<file path="src/logic/uart_slave_pkg.sv">
package uart_slave_pkg;

    // word sizes
    localparam int DATA_WIDTH = 8;
    localparam int ID_WIDTH = 2;
    localparam int STATUS_WIDTH = 4;

    // addressing
    localparam logic [ID_WIDTH-1:0] SLAVE_ID = 2'd1;
    localparam int FRAME_LEN = 3 + ID_WIDTH + 1;
    localparam logic [2:0] START_CODE = 3'b111;

    // link reply words
    localparam logic [DATA_WIDTH-1:0] ACK_CODE = 8'hCC;
    localparam logic [DATA_WIDTH-1:0] NAK_CODE = 8'hAA;

    // status reported back to the master is the top nibble of the reply
    localparam logic [STATUS_WIDTH-1:0] ACK_STATUS = ACK_CODE[DATA_WIDTH-1 -: STATUS_WIDTH];
    localparam logic [STATUS_WIDTH-1:0] NAK_STATUS = NAK_CODE[DATA_WIDTH-1 -: STATUS_WIDTH];

    // reply wait and retry limits
    localparam int ACK_TIMEOUT = 40;
    localparam int RETRANSMIT_TIMES = 3;

    // counter widths
    localparam int FRAME_CNT_WIDTH = $clog2(FRAME_LEN);
    localparam int DATA_CNT_WIDTH = $clog2(DATA_WIDTH);
    localparam int ACK_CNT_WIDTH = $clog2(ACK_TIMEOUT);
    localparam int RETRY_CNT_WIDTH = $clog2(RETRANSMIT_TIMES + 1);

    // read reply is status followed by the word
    localparam int OUT_LEN = STATUS_WIDTH + DATA_WIDTH;
    localparam int OUT_CNT_WIDTH = $clog2(OUT_LEN);

    typedef struct packed {
        logic                  start;
        logic [DATA_WIDTH-1:0] word;
    } link_tx_t;

    typedef struct packed {
        logic                  done;
        logic [DATA_WIDTH-1:0] word;
    } link_rx_t;

    // rw set means write
    typedef struct packed {
        logic valid;
        logic rw;
    } cmd_t;

endpackage

</file>
<file path="src/logic/frame_decode.sv">
module frame_decode
    import uart_slave_pkg::*;
(
    input  logic clk,
    input  logic rstN,
    input  logic control,
    input  logic busy,
    output cmd_t cmd
);

    logic [FRAME_LEN-1:0]       frame_q;
    logic [FRAME_CNT_WIDTH-1:0] bit_cnt;
    logic                       frame_done;
    logic                       blocked;
    logic                       start_ok;
    logic                       id_ok;

    // control sampled every cycle so the oldest bit ends up on top
    always_ff @(posedge clk) begin
        frame_q <= {frame_q[FRAME_LEN-2:0], control};
    end

    // bit_cnt is zero while waiting for a frame to begin
    always_ff @(posedge clk or negedge rstN) begin
        if (!rstN) begin
            bit_cnt    <= '0;
            frame_done <= 1'b0;
            blocked    <= 1'b0;
        end else begin
            frame_done <= 1'b0;
            if (bit_cnt == '0) begin
                if (control) begin
                    bit_cnt <= FRAME_CNT_WIDTH'(1);
                    // a command issued this cycle has not raised busy yet
                    blocked <= busy | cmd.valid;
                end
            end else if (bit_cnt == FRAME_CNT_WIDTH'(FRAME_LEN - 1)) begin
                bit_cnt    <= '0;
                frame_done <= 1'b1;
            end else begin
                bit_cnt <= bit_cnt + 1'b1;
            end
        end
    end

    // field checks on the complete frame
    assign start_ok = frame_q[FRAME_LEN-1 -: 3] == START_CODE;
    assign id_ok = frame_q[ID_WIDTH:1] == SLAVE_ID;

    assign cmd.valid = frame_done && !blocked && start_ok && id_ok;
    assign cmd.rw = frame_q[0];

endmodule

</file>
<file path="src/logic/link_write.sv">
module link_write
    import uart_slave_pkg::*;
(
    input  logic                    clk,
    input  logic                    rstN,
    input  cmd_t                    cmd,
    input  logic                    wd,
    input  logic                    valid,
    output link_tx_t                send_tx,
    input  logic                    send_tx_ready,
    input  link_rx_t                send_rx,
    output logic [STATUS_WIDTH-1:0] status,
    output logic                    busy
);

    typedef enum logic [1:0] {
        LW_IDLE,
        LW_SHIFT,
        LW_LAUNCH,
        LW_WAIT
    } lw_state_t;

    lw_state_t                  state;
    logic [DATA_WIDTH-1:0]      data_q;
    logic [DATA_WIDTH-1:0]      sent_q;
    logic [DATA_CNT_WIDTH-1:0]  bit_cnt;
    logic [ACK_CNT_WIDTH-1:0]   timer;
    logic [RETRY_CNT_WIDTH-1:0] retries;
    logic                       launch;
    logic                       timed_out;

    // strobe only goes out while the transmitter is ready
    assign launch = (state == LW_LAUNCH) && send_tx_ready;
    assign timed_out = timer == ACK_CNT_WIDTH'(ACK_TIMEOUT - 1);

    assign send_tx.start = launch;
    // new word appears with its strobe and is held until the next one
    assign send_tx.word = launch ? data_q : sent_q;
    assign busy = state != LW_IDLE;

    always_ff @(posedge clk or negedge rstN) begin
        if (!rstN) begin
            state   <= LW_IDLE;
            bit_cnt <= '0;
            timer   <= '0;
            retries <= '0;
            sent_q  <= '0;
            status  <= NAK_STATUS;
        end else begin
            case (state)
                LW_IDLE: begin
                    if (cmd.valid && cmd.rw) begin
                        bit_cnt <= '0;
                        retries <= '0;
                        state   <= LW_SHIFT;
                    end
                end
                // master may pause by dropping valid
                LW_SHIFT: begin
                    if (valid) begin
                        bit_cnt <= bit_cnt + 1'b1;
                        if (bit_cnt == DATA_CNT_WIDTH'(DATA_WIDTH - 1)) begin
                            state <= LW_LAUNCH;
                        end
                    end
                end
                LW_LAUNCH: begin
                    if (send_tx_ready) begin
                        sent_q <= data_q;
                        timer  <= '0;
                        state  <= LW_WAIT;
                    end
                end
                LW_WAIT: begin
                    if (send_rx.done) begin
                        status <= (send_rx.word == ACK_CODE) ? ACK_STATUS : NAK_STATUS;
                        state  <= LW_IDLE;
                    end else if (timed_out) begin
                        if (retries == RETRY_CNT_WIDTH'(RETRANSMIT_TIMES)) begin
                            // out of retries
                            status <= NAK_STATUS;
                            state  <= LW_IDLE;
                        end else begin
                            retries <= retries + 1'b1;
                            state   <= LW_LAUNCH;
                        end
                    end else begin
                        timer <= timer + 1'b1;
                    end
                end
                default: state <= LW_IDLE;
            endcase
        end
    end

    // write word shifted in msb first
    always_ff @(posedge clk) begin
        if (state == LW_SHIFT && valid) begin
            data_q <= {data_q[DATA_WIDTH-2:0], wd};
        end
    end

endmodule

</file>
<file path="src/logic/read_return.sv">
module read_return
    import uart_slave_pkg::*;
(
    input  logic                    clk,
    input  logic                    rstN,
    input  cmd_t                    cmd,
    input  logic [STATUS_WIDTH-1:0] status,
    input  link_rx_t                get_rx,
    output link_tx_t                get_tx,
    input  logic                    get_tx_ready,
    output logic                    rd,
    output logic                    ready,
    output logic                    busy
);

    typedef enum logic [1:0] {
        RR_IDLE,
        RR_WAIT_RX,
        RR_SEND_ACK,
        RR_OUT
    } rr_state_t;

    rr_state_t                state;
    logic [OUT_LEN-1:0]       out_q;
    logic [OUT_CNT_WIDTH-1:0] out_cnt;
    logic [DATA_WIDTH-1:0]    ack_q;
    logic                     ack_send;

    assign ack_send = (state == RR_SEND_ACK) && get_tx_ready;

    assign get_tx.start = ack_send;
    assign get_tx.word = ack_send ? ACK_CODE : ack_q;

    // low only while the read is pending
    assign ready = !(state == RR_WAIT_RX || state == RR_SEND_ACK);
    assign rd = (state == RR_OUT) && out_q[OUT_LEN-1];
    assign busy = state != RR_IDLE;

    always_ff @(posedge clk or negedge rstN) begin
        if (!rstN) begin
            state   <= RR_IDLE;
            out_cnt <= '0;
            ack_q   <= '0;
        end else begin
            case (state)
                RR_IDLE: begin
                    if (cmd.valid && !cmd.rw) begin
                        state <= RR_WAIT_RX;
                    end
                end
                RR_WAIT_RX: begin
                    if (get_rx.done) begin
                        state <= RR_SEND_ACK;
                    end
                end
                RR_SEND_ACK: begin
                    if (get_tx_ready) begin
                        ack_q   <= ACK_CODE;
                        out_cnt <= '0;
                        state   <= RR_OUT;
                    end
                end
                // twelve back to back bits to the master
                RR_OUT: begin
                    out_cnt <= out_cnt + 1'b1;
                    if (out_cnt == OUT_CNT_WIDTH'(OUT_LEN - 1)) begin
                        state <= RR_IDLE;
                    end
                end
                default: state <= RR_IDLE;
            endcase
        end
    end

    // status nibble in front of the received word
    always_ff @(posedge clk) begin
        if (state == RR_WAIT_RX && get_rx.done) begin
            out_q <= {status, get_rx.word};
        end else if (state == RR_OUT) begin
            out_q <= {out_q[OUT_LEN-2:0], 1'b0};
        end
    end

endmodule

</file>
<file path="src/logic/uart_slave.sv">
module uart_slave
    import uart_slave_pkg::*;
(
    input  logic     clk,
    input  logic     rstN,
    // master side
    input  logic     control,
    input  logic     wd,
    input  logic     valid,
    output logic     rd,
    output logic     ready,
    // next board
    output link_tx_t send_tx,
    input  logic     send_tx_ready,
    input  link_rx_t send_rx,
    // previous board
    output link_tx_t get_tx,
    input  logic     get_tx_ready,
    input  link_rx_t get_rx
);

    cmd_t                    cmd;
    logic [STATUS_WIDTH-1:0] status;
    logic                    write_busy;
    logic                    read_busy;
    logic                    busy;

    // one transfer at a time
    assign busy = write_busy | read_busy;

    frame_decode i_frame_decode (
        .clk     (clk),
        .rstN    (rstN),
        .control (control),
        .busy    (busy),
        .cmd     (cmd)
    );

    link_write i_link_write (
        .clk           (clk),
        .rstN          (rstN),
        .cmd           (cmd),
        .wd            (wd),
        .valid         (valid),
        .send_tx       (send_tx),
        .send_tx_ready (send_tx_ready),
        .send_rx       (send_rx),
        .status        (status),
        .busy          (write_busy)
    );

    read_return i_read_return (
        .clk          (clk),
        .rstN         (rstN),
        .cmd          (cmd),
        .status       (status),
        .get_rx       (get_rx),
        .get_tx       (get_tx),
        .get_tx_ready (get_tx_ready),
        .rd           (rd),
        .ready        (ready),
        .busy         (read_busy)
    );

endmodule

</file>
<file path="config.mk">
export PLATFORM = sky130hd
export DESIGN_NAME = uart_slave
export DESIGN_NICKNAME = d
export VERILOG_FILES = /design/src/logic/uart_slave_pkg.sv /design/src/logic/frame_decode.sv /design/src/logic/link_write.sv /design/src/logic/read_return.sv /design/src/logic/uart_slave.sv
export SDC_FILE = /design/constraint.sdc
export NUM_CORES = 1
export LEC_CHECK = 0
export ABC_AREA = 1
export BUFFER_PORTS_ARGS = -buffer_cell sky130_fd_sc_hd__buf_2
export CELL_PAD_IN_SITES_DETAIL_PLACEMENT = 0
export CELL_PAD_IN_SITES_GLOBAL_PLACEMENT = 1
export CORE_ASPECT_RATIO = 0.9
export CORE_UTILIZATION = 43
export CTS_CLUSTER_DIAMETER = 120
export CTS_CLUSTER_SIZE = 30
export DETAILED_ROUTE_END_ITERATION = 8
export PLACE_DENSITY_LB_ADDON = 0.1
export REMOVE_ABC_BUFFERS = 1
export SYNTH_ARGS = -nofsm -noshare
export SYNTH_HDL_FRONTEND = slang
export SYNTH_HIERARCHICAL = 1
export SYNTH_SLANG_ARGS = --single-unit
</file>
<file path="constraint.sdc">
create_clock -name clk -period 1.8 [get_ports clk]
set_clock_uncertainty 0.15 [all_clocks]
set_input_delay 0.09 -clock clk [delete_from_list [all_inputs] [get_ports clk]]
set_output_delay 0.09 -clock clk [all_outputs]
set_load 0.01 [all_outputs]
</file>
Word level (Yosys, flattened, before mapping)
Index checks and enable logic that the tools add are counted.
{"block": "totals", "ff_bits": 63, "latch_bits": 0, "ram_bits": 0, "rom_bits": 0, "inputBits": 25, "out_inout_bits": 20, "elab_cells": 126, "mem_count": 0}
{"block": "classes", "n_addsub": 5, "n_mul": 0, "div": 0, "magnitude_cmp": 0, "eq_ne": 28, "shifts": 0, "mux": 40, "n_bitwise": 2, "reduce_logical": 36}
{"operator": "2-to-1 mux 2 bit", "count": 15}
{"operator": "2-to-1 mux 12 bit", "count": 2}
{"operator": "2-to-1 mux 3 bit", "count": 6}
{"operator": "2-to-1 mux 6 bit", "count": 3}
{"operator": "nonzero test 2 bit", "count": 9}
{"operator": "2-to-1 mux 4 bit", "count": 4}
{"operator": "2-to-1 mux 8 bit", "count": 2}
{"operator": "inequality test 2 bit, second input constant", "count": 8}
{"operator": "one-hot mux 2 bit (4 select lines)", "count": 2}
{"operator": "one-hot mux 6 bit (2 select lines)", "count": 1}
{"operator": "equality test 2 bit, second input constant", "count": 5}
{"operator": "logical AND 1 bit", "count": 10}
{"operator": "inequality test 2 x 1 -> 1 bit, second input constant", "count": 5}
{"operator": "AND reduction 5 bit", "count": 2}
{"operator": "equality test 3 bit, second input constant", "count": 3}
{"operator": "equality test 8 bit, second input constant", "count": 1}
{"operator": "one-hot mux 4 bit (2 select lines)", "count": 1}
{"operator": "AND reduction 2 bit", "count": 4}
{"operator": "AND reduction 4 bit", "count": 2}
{"operator": "adder 3 x 1 -> 3 bit, second input constant", "count": 2}
{"operator": "adder 6 x 1 -> 6 bit, second input constant", "count": 1}
{"operator": "equality test 2 x 1 -> 1 bit, second input constant", "count": 3}
{"operator": "equality test 6 bit, second input constant", "count": 1}
{"operator": "one-hot mux 3 bit (2 select lines)", "count": 1}
{"operator": "12 further kinds", "count": 18}

Logic depth before layout (Yosys ltp)
Gate-level depths: netlist of the first run.
{"block": "logic_depth", "depth_word": 7, "mapped_depth": 10, "mapped_depth_nobuf": 10}

Modules after synthesis
Netlist of the first run, hierarchy kept.
{"mod": "link_write", "instances": 1, "cells_each": 164, "area_per_inst_um2": 1482.7}
{"mod": "read_return", "instances": 1, "cells_each": 100, "area_per_inst_um2": 1076.0}
{"mod": "frame_decode", "instances": 1, "cells_each": 40, "area_per_inst_um2": 370.4}
{"mod": "uart_slave", "instances": 1, "cells_each": 3, "area_per_inst_um2": 11.3}

Least setup slack after synthesis of the first run
No wires, ideal clock.
{"block": "synth_path", "path_kind": "reg2reg", "from": "register i_read_return.state[1]", "to": "register i_read_return.out_q[0], enable pin", "arrival_ns": 1.169, "required_time_ns": 1.300, "setup_slack_ns": 0.130, "stages_incl_launch_ff": 6, "cell_sequence": "dfrtp_1 -> inv_1 -> ha_1 -> nand2_2 -> buf_6 -> nand2_1"}
{"block": "synth_via", "elab_chain_len": 3}
{"item": "start: declaration", "line_no": "read_return.sv:23", "rtl": "rr_state_t state;"}
{"item": "start signal: assignment", "line_no": "read_return.sv:41", "rtl": "state <= RR_IDLE;"}
{"item": "start signal: assignment", "line_no": "read_return.sv:48", "rtl": "state <= RR_WAIT_RX;"}
{"item": "start signal: assignment", "line_no": "read_return.sv:53", "rtl": "state <= RR_SEND_ACK;"}
{"item": "equality test 2 x 1 -> 1 bit", "line_no": "read_return.sv:77", "rtl": "if (state == RR_WAIT_RX && get_rx.done) begin"}
{"item": "logical AND 1 bit", "line_no": "read_return.sv:77"}
{"item": "nonzero test 2 bit (no source line) (*)"}
{"item": "end signal: assignment", "line_no": "read_return.sv:78", "rtl": "out_q <= {status, get_rx.word};"}
{"item": "end signal: assignment", "line_no": "read_return.sv:80", "rtl": "out_q <= {out_q[OUT_LEN-2:0], 1'b0};"}
{"item": "end: declaration", "line_no": "read_return.sv:24", "rtl": "logic [OUT_LEN-1:0] out_q;"}
Every way passes the cells marked *; elsewhere a longest branch is shown, timed or not.
A chain may end at the register's enable or synchronous reset.

Worst setup path after layout of the first run
{"block": "layout_path", "from": "register i_read_return.state[0]", "to": "register i_read_return.out_q[11], data pin"}
{"block": "layout_via", "elab_chain_len": 3}
{"item": "equality test 2 x 1 -> 1 bit", "line_no": "read_return.sv:77"}
{"item": "logical AND 1 bit", "line_no": "read_return.sv:77"}
{"item": "2-to-1 mux 12 bit", "line_no": "read_return.sv:77"}
Every way passes these cells.

==> results of run 1 <==
[sequential cells by signal, indices dropped and copies added, names as in the netlist]
signal                     cells
i_frame_decode/blocked         1
i_link_write/timer             6
i_frame_decode/frame_q         6
i_read_return/out_q           12
i_link_write/sent_q            8
i_link_write/retries           2
i_read_return/state            2
i_link_write/status            2
i_read_return/ack_q            1
i_frame_decode/bit_cnt         3
i_link_write/data_q            8
i_link_write/bit_cnt           3
i_read_return/out_cnt          4
i_frame_decode/frame_done      1
i_link_write/state             2
[cells in the final DEF, fill, tap and decap left out, types with 4 or more instances in the layout]
cell type / instances
conb_1: 6
nor2_1: 14
o21ai_1: 4
clkbuf_8: 9
dlygate4sd3_1: 19
inv_1: 35
nand2_1: 89
buf_2: 36
buf_6: 4
nand3_1: 18
dfxtp_1: 6
o21ai_0: 9
ha_1: 9
edfxtp_1: 20
mux2_4: 8
buf_4: 7
a21oi_1: 4
dfrtp_1: 32
[cells by family (layout without fill, tap and decap cells)]
logic type      count (synthesis)  after routing  share of synthesized area, %
buf+inv                        53            122                          8.68
xor+xnor                        2              2                         0.596
compound gates                 25             25                          5.28
other cells                     3              6                         0.383
mux                            11             11                          5.23
flops                          61             61                          54.3
fa+ha+maj                      10             10                          4.26
simple gates                  142            143                          21.2
[critical path, stage by stage (launching register included)]
cell,delay (ns)
dfrtp_1,0.39
buf_4,0.15
ha_1,0.23
nand2_4,0.20
mux2_2,0.36
[area by class of cell]
type | instances | area (um^2)
multi-input cells | 197 | 1140
clock inverters | 7 | 80.1
flip-flops and latches | 61 | 1600
repair buffers | 66 | 468
well taps | 90 | 113
clock buffers | 9 | 124
fillers | 638 | 2900
inverters | 40 | 161
[worst max-delay path by stage]
stage                                 startpoint                 endpoint  depth (start not counted)
final                     i_read_return/state[0]  i_read_return/out_q[11]                          4
after global routing       i_link_write/state[0]               send_tx[1]                          6
after CTS                 i_read_return/state[1]                get_tx[2]                          6
after detailed placement  i_read_return/state[0]  i_read_return/out_q[10]                          3
after global placement    i_read_return/state[0]  i_read_return/out_q[11]                          3
after floorplan           i_read_return/state[1]   i_read_return/out_q[0]                          4
[routing by layer]
| layer | global-route usage, % | vias to the layer above | wire, um |
|---|---|---|---|
| met5 | 0 | - | 0 |
| met2 | 25.3 | 30 | 2360 |
| li1 | - | 1107 | - |
| met1 | 21.1 | 961 | 2720 |
| met3 | 7.50 | 8 | 214 |
| met4 | 5.24 | 0 | 68 |
[stage by stage]
stage          total power [mW]  hold slack [ns]
4_1_cts                    5.42           0.0153
6_report                   5.42           0.0904
3_3_place_gp               4.03           0.0147
2_1_floorplan              3.49           -0.356
5_1_grt                    5.88           0.0911
3_5_place_dp               4.05           0.0148
[repair_timing]
action                                  CTS  global route
buffers inserted                          2             2
cloned                                    0             1
pin swaps                                 1             1
endpoints found under the setup margin    4            12
hold endpoints to repair                 52             2
hold buffers                             18             1
gates resized for setup                   6            11
[report_power, final]
part	total [mW]	internal, mW	switching [mW]
registers	2.22	1.97	0.257
clock network	1.24	0.655	0.586
logic	1.96	0.848	1.11
total	5.42	3.47	1.95
==> metrics.yaml, run 1 <==
setup_path:
  start_kind: "flip-flop"
  path_max_fanout: 13
  rr_worst_depth: 4
  reg2reg_slack_ns: 0.05
  worstPathArrival_ns: 1.68
  r2r-start: "i_read_return/state[0]"
  cp_data_required_time_ns: 1.74
  r2r-end: "i_read_return/out_q[11]"
  criticalPathCategory: "flip-flop to flip-flop"
  critPathCaptureType: "flip-flop"
power_and_ir_drop:
  ir_worst_vdd_uv: 834
  powerDensity_nw_per_um2: 1470
  p_leak_nw: 1.83
grt:
  antenna_found_initial: 0
  grt_pass1_vias: 1943
  grt_usage_pct: 16.7
  gr-total-overflow: 0
  grt_pass1_wl_um: 8730
  grt_max_degree: 36
synthesis:
  yosysTopAreaCellShare_pct: 28.9
  ys_warn_count: 6
  synth_edf_count: 20
  yosysMostFrequentCell: "nand2_1"
  syn_inst: 307
  synth_seq_area_share_pct: 54.3
  synth_cell_types: 37
  synth_common_cells: "nand2_1 (90), inv_1 (37), dfrtp_1 (34)"
  async_reset_ff_share_pct: 57.4
  syn_area_um2: 2940
  synth-seq-cells: 61
  yosys-top-cells-area: "dfrtp_1 (29%), edfxtp_1 (20%), nand2_1 (11%)"
  syn_avg_cell_area_um2: 9.58
  synth_top_cell_by_area: "dfrtp_1"
  synth-main-ff-cell: "dfrtp_1"
place:
  port_buffers: 40
  place_inst: 431
  place.gp.congestion: 0.729
  dpl.hpwl_um: 3740
  detailedPlace.worstSlack_ns: 0.0593
  placed_area_um2: 3190
floorplanning:
  ios: 45
  fp.dieW_um: 89.2
  start_util_pct: 44.6
  row_count: 28
  die_area_um2: 7170
  core_um2: 6590
  dieHeight_um: 80.5
hold_path:
  whs_path_depth: 3
  hold_class: "primary input to flip-flop"
  min_from: "get_rx[8]"
  hold-path-endpoint: "i_read_return/out_q[0]"
timing:
  setup_viol: 0
  fin_crit_sh_pct: 97.0
  finalWorstPathRequiredPeriod_ns: 1.75
  hold_viol_final: 0
  final-max-slew-violation-count: 0
  rsz0062_at_grt: "false"
  max_freq_mhz: 573
  finalWorstSetupSlack_ns: 0.0542
  fin_tns_setup_ns: 0
status:
  outcome: "finished clean"
run:
  cap_violations: 0
clock_tree:
  htreeDepth: 3
  clk_latency_ns: 0.34
  clockBufferDepth: 2
  clkTransAtPathRegs_ns: 0.08
  cts_tree: "built"
  cts_sinks: 61
  cts_buffers: 9
  clockRootBuffer: "clkbuf_8"
final_layout:
  syn2layout_area_growth_pct: 25.2
  layout-drive-gt1-share_pct: 26.8
  stdcell_area_um2: 3680
  nets: 410
  antenna_cells: 0
  utilization_pct: 55.9
  fin_cells: 470
routing:
  wire_per_inst_um: 11.4
  totalWireLength_um: 5360
  drt_iter0_markers: 77
  ant_nets: 0
  drtPass1Iterations: 4
  vias: 2106
  via_per_inst: 4.48
  drc: 0
Note: power is estimated with default switching activity, not from simulation.
==> inputs of run 2 (changes only) <==
--- a/config.mk
+++ b/config.mk
@@ -7,14 +7,12 @@
 export LEC_CHECK = 0
 export ABC_AREA = 1
 export BUFFER_PORTS_ARGS = -buffer_cell sky130_fd_sc_hd__buf_2
-export CELL_PAD_IN_SITES_DETAIL_PLACEMENT = 0
-export CELL_PAD_IN_SITES_GLOBAL_PLACEMENT = 1
 export CORE_ASPECT_RATIO = 0.9
-export CORE_UTILIZATION = 43
+export CORE_UTILIZATION = 55
 export CTS_CLUSTER_DIAMETER = 120
 export CTS_CLUSTER_SIZE = 30
 export DETAILED_ROUTE_END_ITERATION = 8
-export PLACE_DENSITY_LB_ADDON = 0.1
+export PLACE_DENSITY = 0.78
 export REMOVE_ABC_BUFFERS = 1
 export SYNTH_ARGS = -nofsm -noshare
 export SYNTH_HDL_FRONTEND = slang
==> metrics.yaml, run 2 (same netlist as run 1, synthesis figures left out) <==
place:
  detailedPlace.worstSlack_ns: 0.00986  # -0.0494 ns
  place.gp.congestion: 0.852  # +17%
  port_buffers: 40  # unchanged
  dpl.hpwl_um: 3730  # -0.11%
timing:
  finalWorstPathRequiredPeriod_ns: 1.71  # -0.0323 ns
  setup_viol: 0  # unchanged
  hold_slack_ns: 0.0508  # -0.0396 ns
  max_freq_mhz: 584  # +1.9%
  hold_viol_final: 0  # unchanged
  final-max-slew-violation-count: 0  # unchanged
  fin_crit_sh_pct: 95.2  # -1.8 points
  finalWorstSetupSlack_ns: 0.0865  # +0.0323 ns
  rsz0062_at_grt: "false"
  fin_tns_setup_ns: 0  # unchanged
clock_tree:
  clockRootBuffer: "clkbuf_8"
  cts_buffers: 9  # unchanged
  clockBufferDepth: 2  # unchanged
  htreeDepth: 3  # unchanged
  cts_sinks: 61  # unchanged
  cts_tree: "built"
  clkTransAtPathRegs_ns: 0.07  # about the same
  clk_latency_ns: 0.33  # about the same
grt:
  grt_usage_pct: 22.3  # +5.6 points
  antenna_found_initial: 0  # unchanged
  grt_max_degree: 36  # unchanged
  grt_pass1_wl_um: 9180  # +5.1%
  gr-total-overflow: 0  # unchanged
  grt_pass1_vias: 2087  # +7.4%
floorplanning:
  row_count: 24  # -14%
  fp.dieW_um: 79.1  # -11%
  ios: 45  # unchanged
  dieHeight_um: 71.4  # -11%
  core_um2: 4980  # -24%
  start_util_pct: 59.0  # +14 points
  die_area_um2: 5640  # -21%
final_layout:
  register_area_um2: 1600  # about the same
  largest_register_ffs: 12  # unchanged
  utilization_pct: 72.1  # +16 points
  antenna_cells: 0  # unchanged
  largestRegisters: "i_read_return/out_q x12, i_link_write/data_q x8, i_link_write/sent_q x8"
  multi_input_area_um2: 1120  # -1.1%
  layout-drive-gt1-share_pct: 25.7  # -1.2 points
  regMostFlops: "i_read_return/out_q"
  final_common_cell: "nand2_1"
  nets: 408  # -0.49%
  layout_common_cells: "nand2_1 (89), buf_2 (40), inv_1 (36), dfrtp_1 (33), edfxtp_1 (20)"
  fillCellCount: 376  # -41%
  syn2layout_area_growth_pct: 22.2
routing:
  wire_per_inst_um: 12.7  # +11%
  totalWireLength_um: 5610  # +4.7%
  via_per_inst: 4.86  # +8.5%
  drc: 0  # unchanged
  drt_iter0_markers: 92  # +19%
  ant_nets: 0  # unchanged
  drtPass1Iterations: 4  # unchanged
  vias: 2154  # +2.3%
setup_path:
  start_kind: "flip-flop"
  critPathCaptureType: "flip-flop"
  criticalPathCategory: "flip-flop to flip-flop"
  cp_data_required_time_ns: 1.73  # about the same
  worstPathArrival_ns: 1.64  # -0.04 ns
  path_max_fanout: 13  # unchanged
run:
  cap_violations: 0  # unchanged
power_and_ir_drop:
  swShare_pct: 35.3  # -0.63 points
  clkPwrFrac_pct: 21.5  # -1.4 points
  p_int_mw: 3.47  # about the same
  ir_worst_vdd_uv: 907  # +8.8%
  powerDensity_nw_per_um2: 1490  # +1.4%
  seq_power_share_pct: 41.7  # +0.7 points
  switching_power_mw: 1.90  # -2.8%
  pwr-share-comb_pct: 36.9  # +0.8 points
  p_leak_nw: 1.79  # -1.9%
hold_path:
  hold_class: "primary input to flip-flop"
status:
  outcome: "finished clean"
==> run 2: power groups by stage <==
stage          logic [mW]  registers (mW)  clock network, mW
6_report             1.98            2.23               1.15
5_1_grt              2.23            2.28               1.24
4_1_cts              1.93            2.23               1.17
3_5_place_dp         1.85            2.25                  0
3_3_place_gp         1.77            2.22                  0
2_1_floorplan        1.32            2.17                  0
==> run 2: per-layer routing <==
| layer | wire, um | vias to the layer above | GRT usage (%) | part of all wire (%) |
|---|---|---|---|---|
| li1 | - | 1101 | - | - |
| met1 | 2500 | 996 | 25.7 | 44 |
| met2 | 2780 | 44 | 37.7 | 50 |
| met3 | 222 | 13 | 7.64 | 4.0 |
| met4 | 111 | 0 | 9.70 | 2.0 |
| met5 | 0 | - | 0 | 0 |
==> run 2: worst paths after layout <==
path	startpoint	end	slack, ns	cells past startpoint
max in group asynchronous	rstN	i_read_return/state[1]	0.99	3
worst min register to register	i_frame_decode/frame_q[3]	i_frame_decode/frame_q[4]	0.20	0
worst max-delay path	i_read_return/state[0]	i_read_return/out_q[11]	0.09	4
worst max register to register	i_read_return/state[0]	i_read_return/out_q[11]	0.09	4
worst min-delay path	send_tx_ready	i_link_write/sent_q[6]	0.05	4
min in group asynchronous	rstN	i_link_write/sent_q[7]	0.17	3
==> run 2: area by class of cell <==
class | count | area share, %
Clock buffer | 12 | 3.76
Clock inverter | 4 | 1.39
Inverter | 40 | 4.42
Multi-Input combinational cell | 196 | 31.3
Sequential cell | 61 | 44.5
Tap cell | 65 | 2.26
Timing Repair Buffer | 65 | 12.4
==> run 2: worst max-delay path: stages (launching register included) <==
cell and delay (ns):
dfrtp_1 0.40, buf_4 0.15, ha_2 0.20, nand2_4 0.20, mux2_2 0.37
==> run 2: through the flow <==
stage               area [um^2]  power [mW]  instances
detailed placement         3170        4.09        405
global placement           3170        3.99        405
floorplan                  2850        3.49        297
CTS                        3560        5.33        440
global route               3590        5.75        443
finish                     3590        5.36        443
==> run 2: timing repair <==
item / in CTS / in global routing
hold buffers: 18 / 0
setup buffers: 1 / 3
hold endpoints to repair: 54 / 0
pin swaps: 1 / 1
gates resized for setup: 5 / 5
setup endpoints to repair: 5 / 13
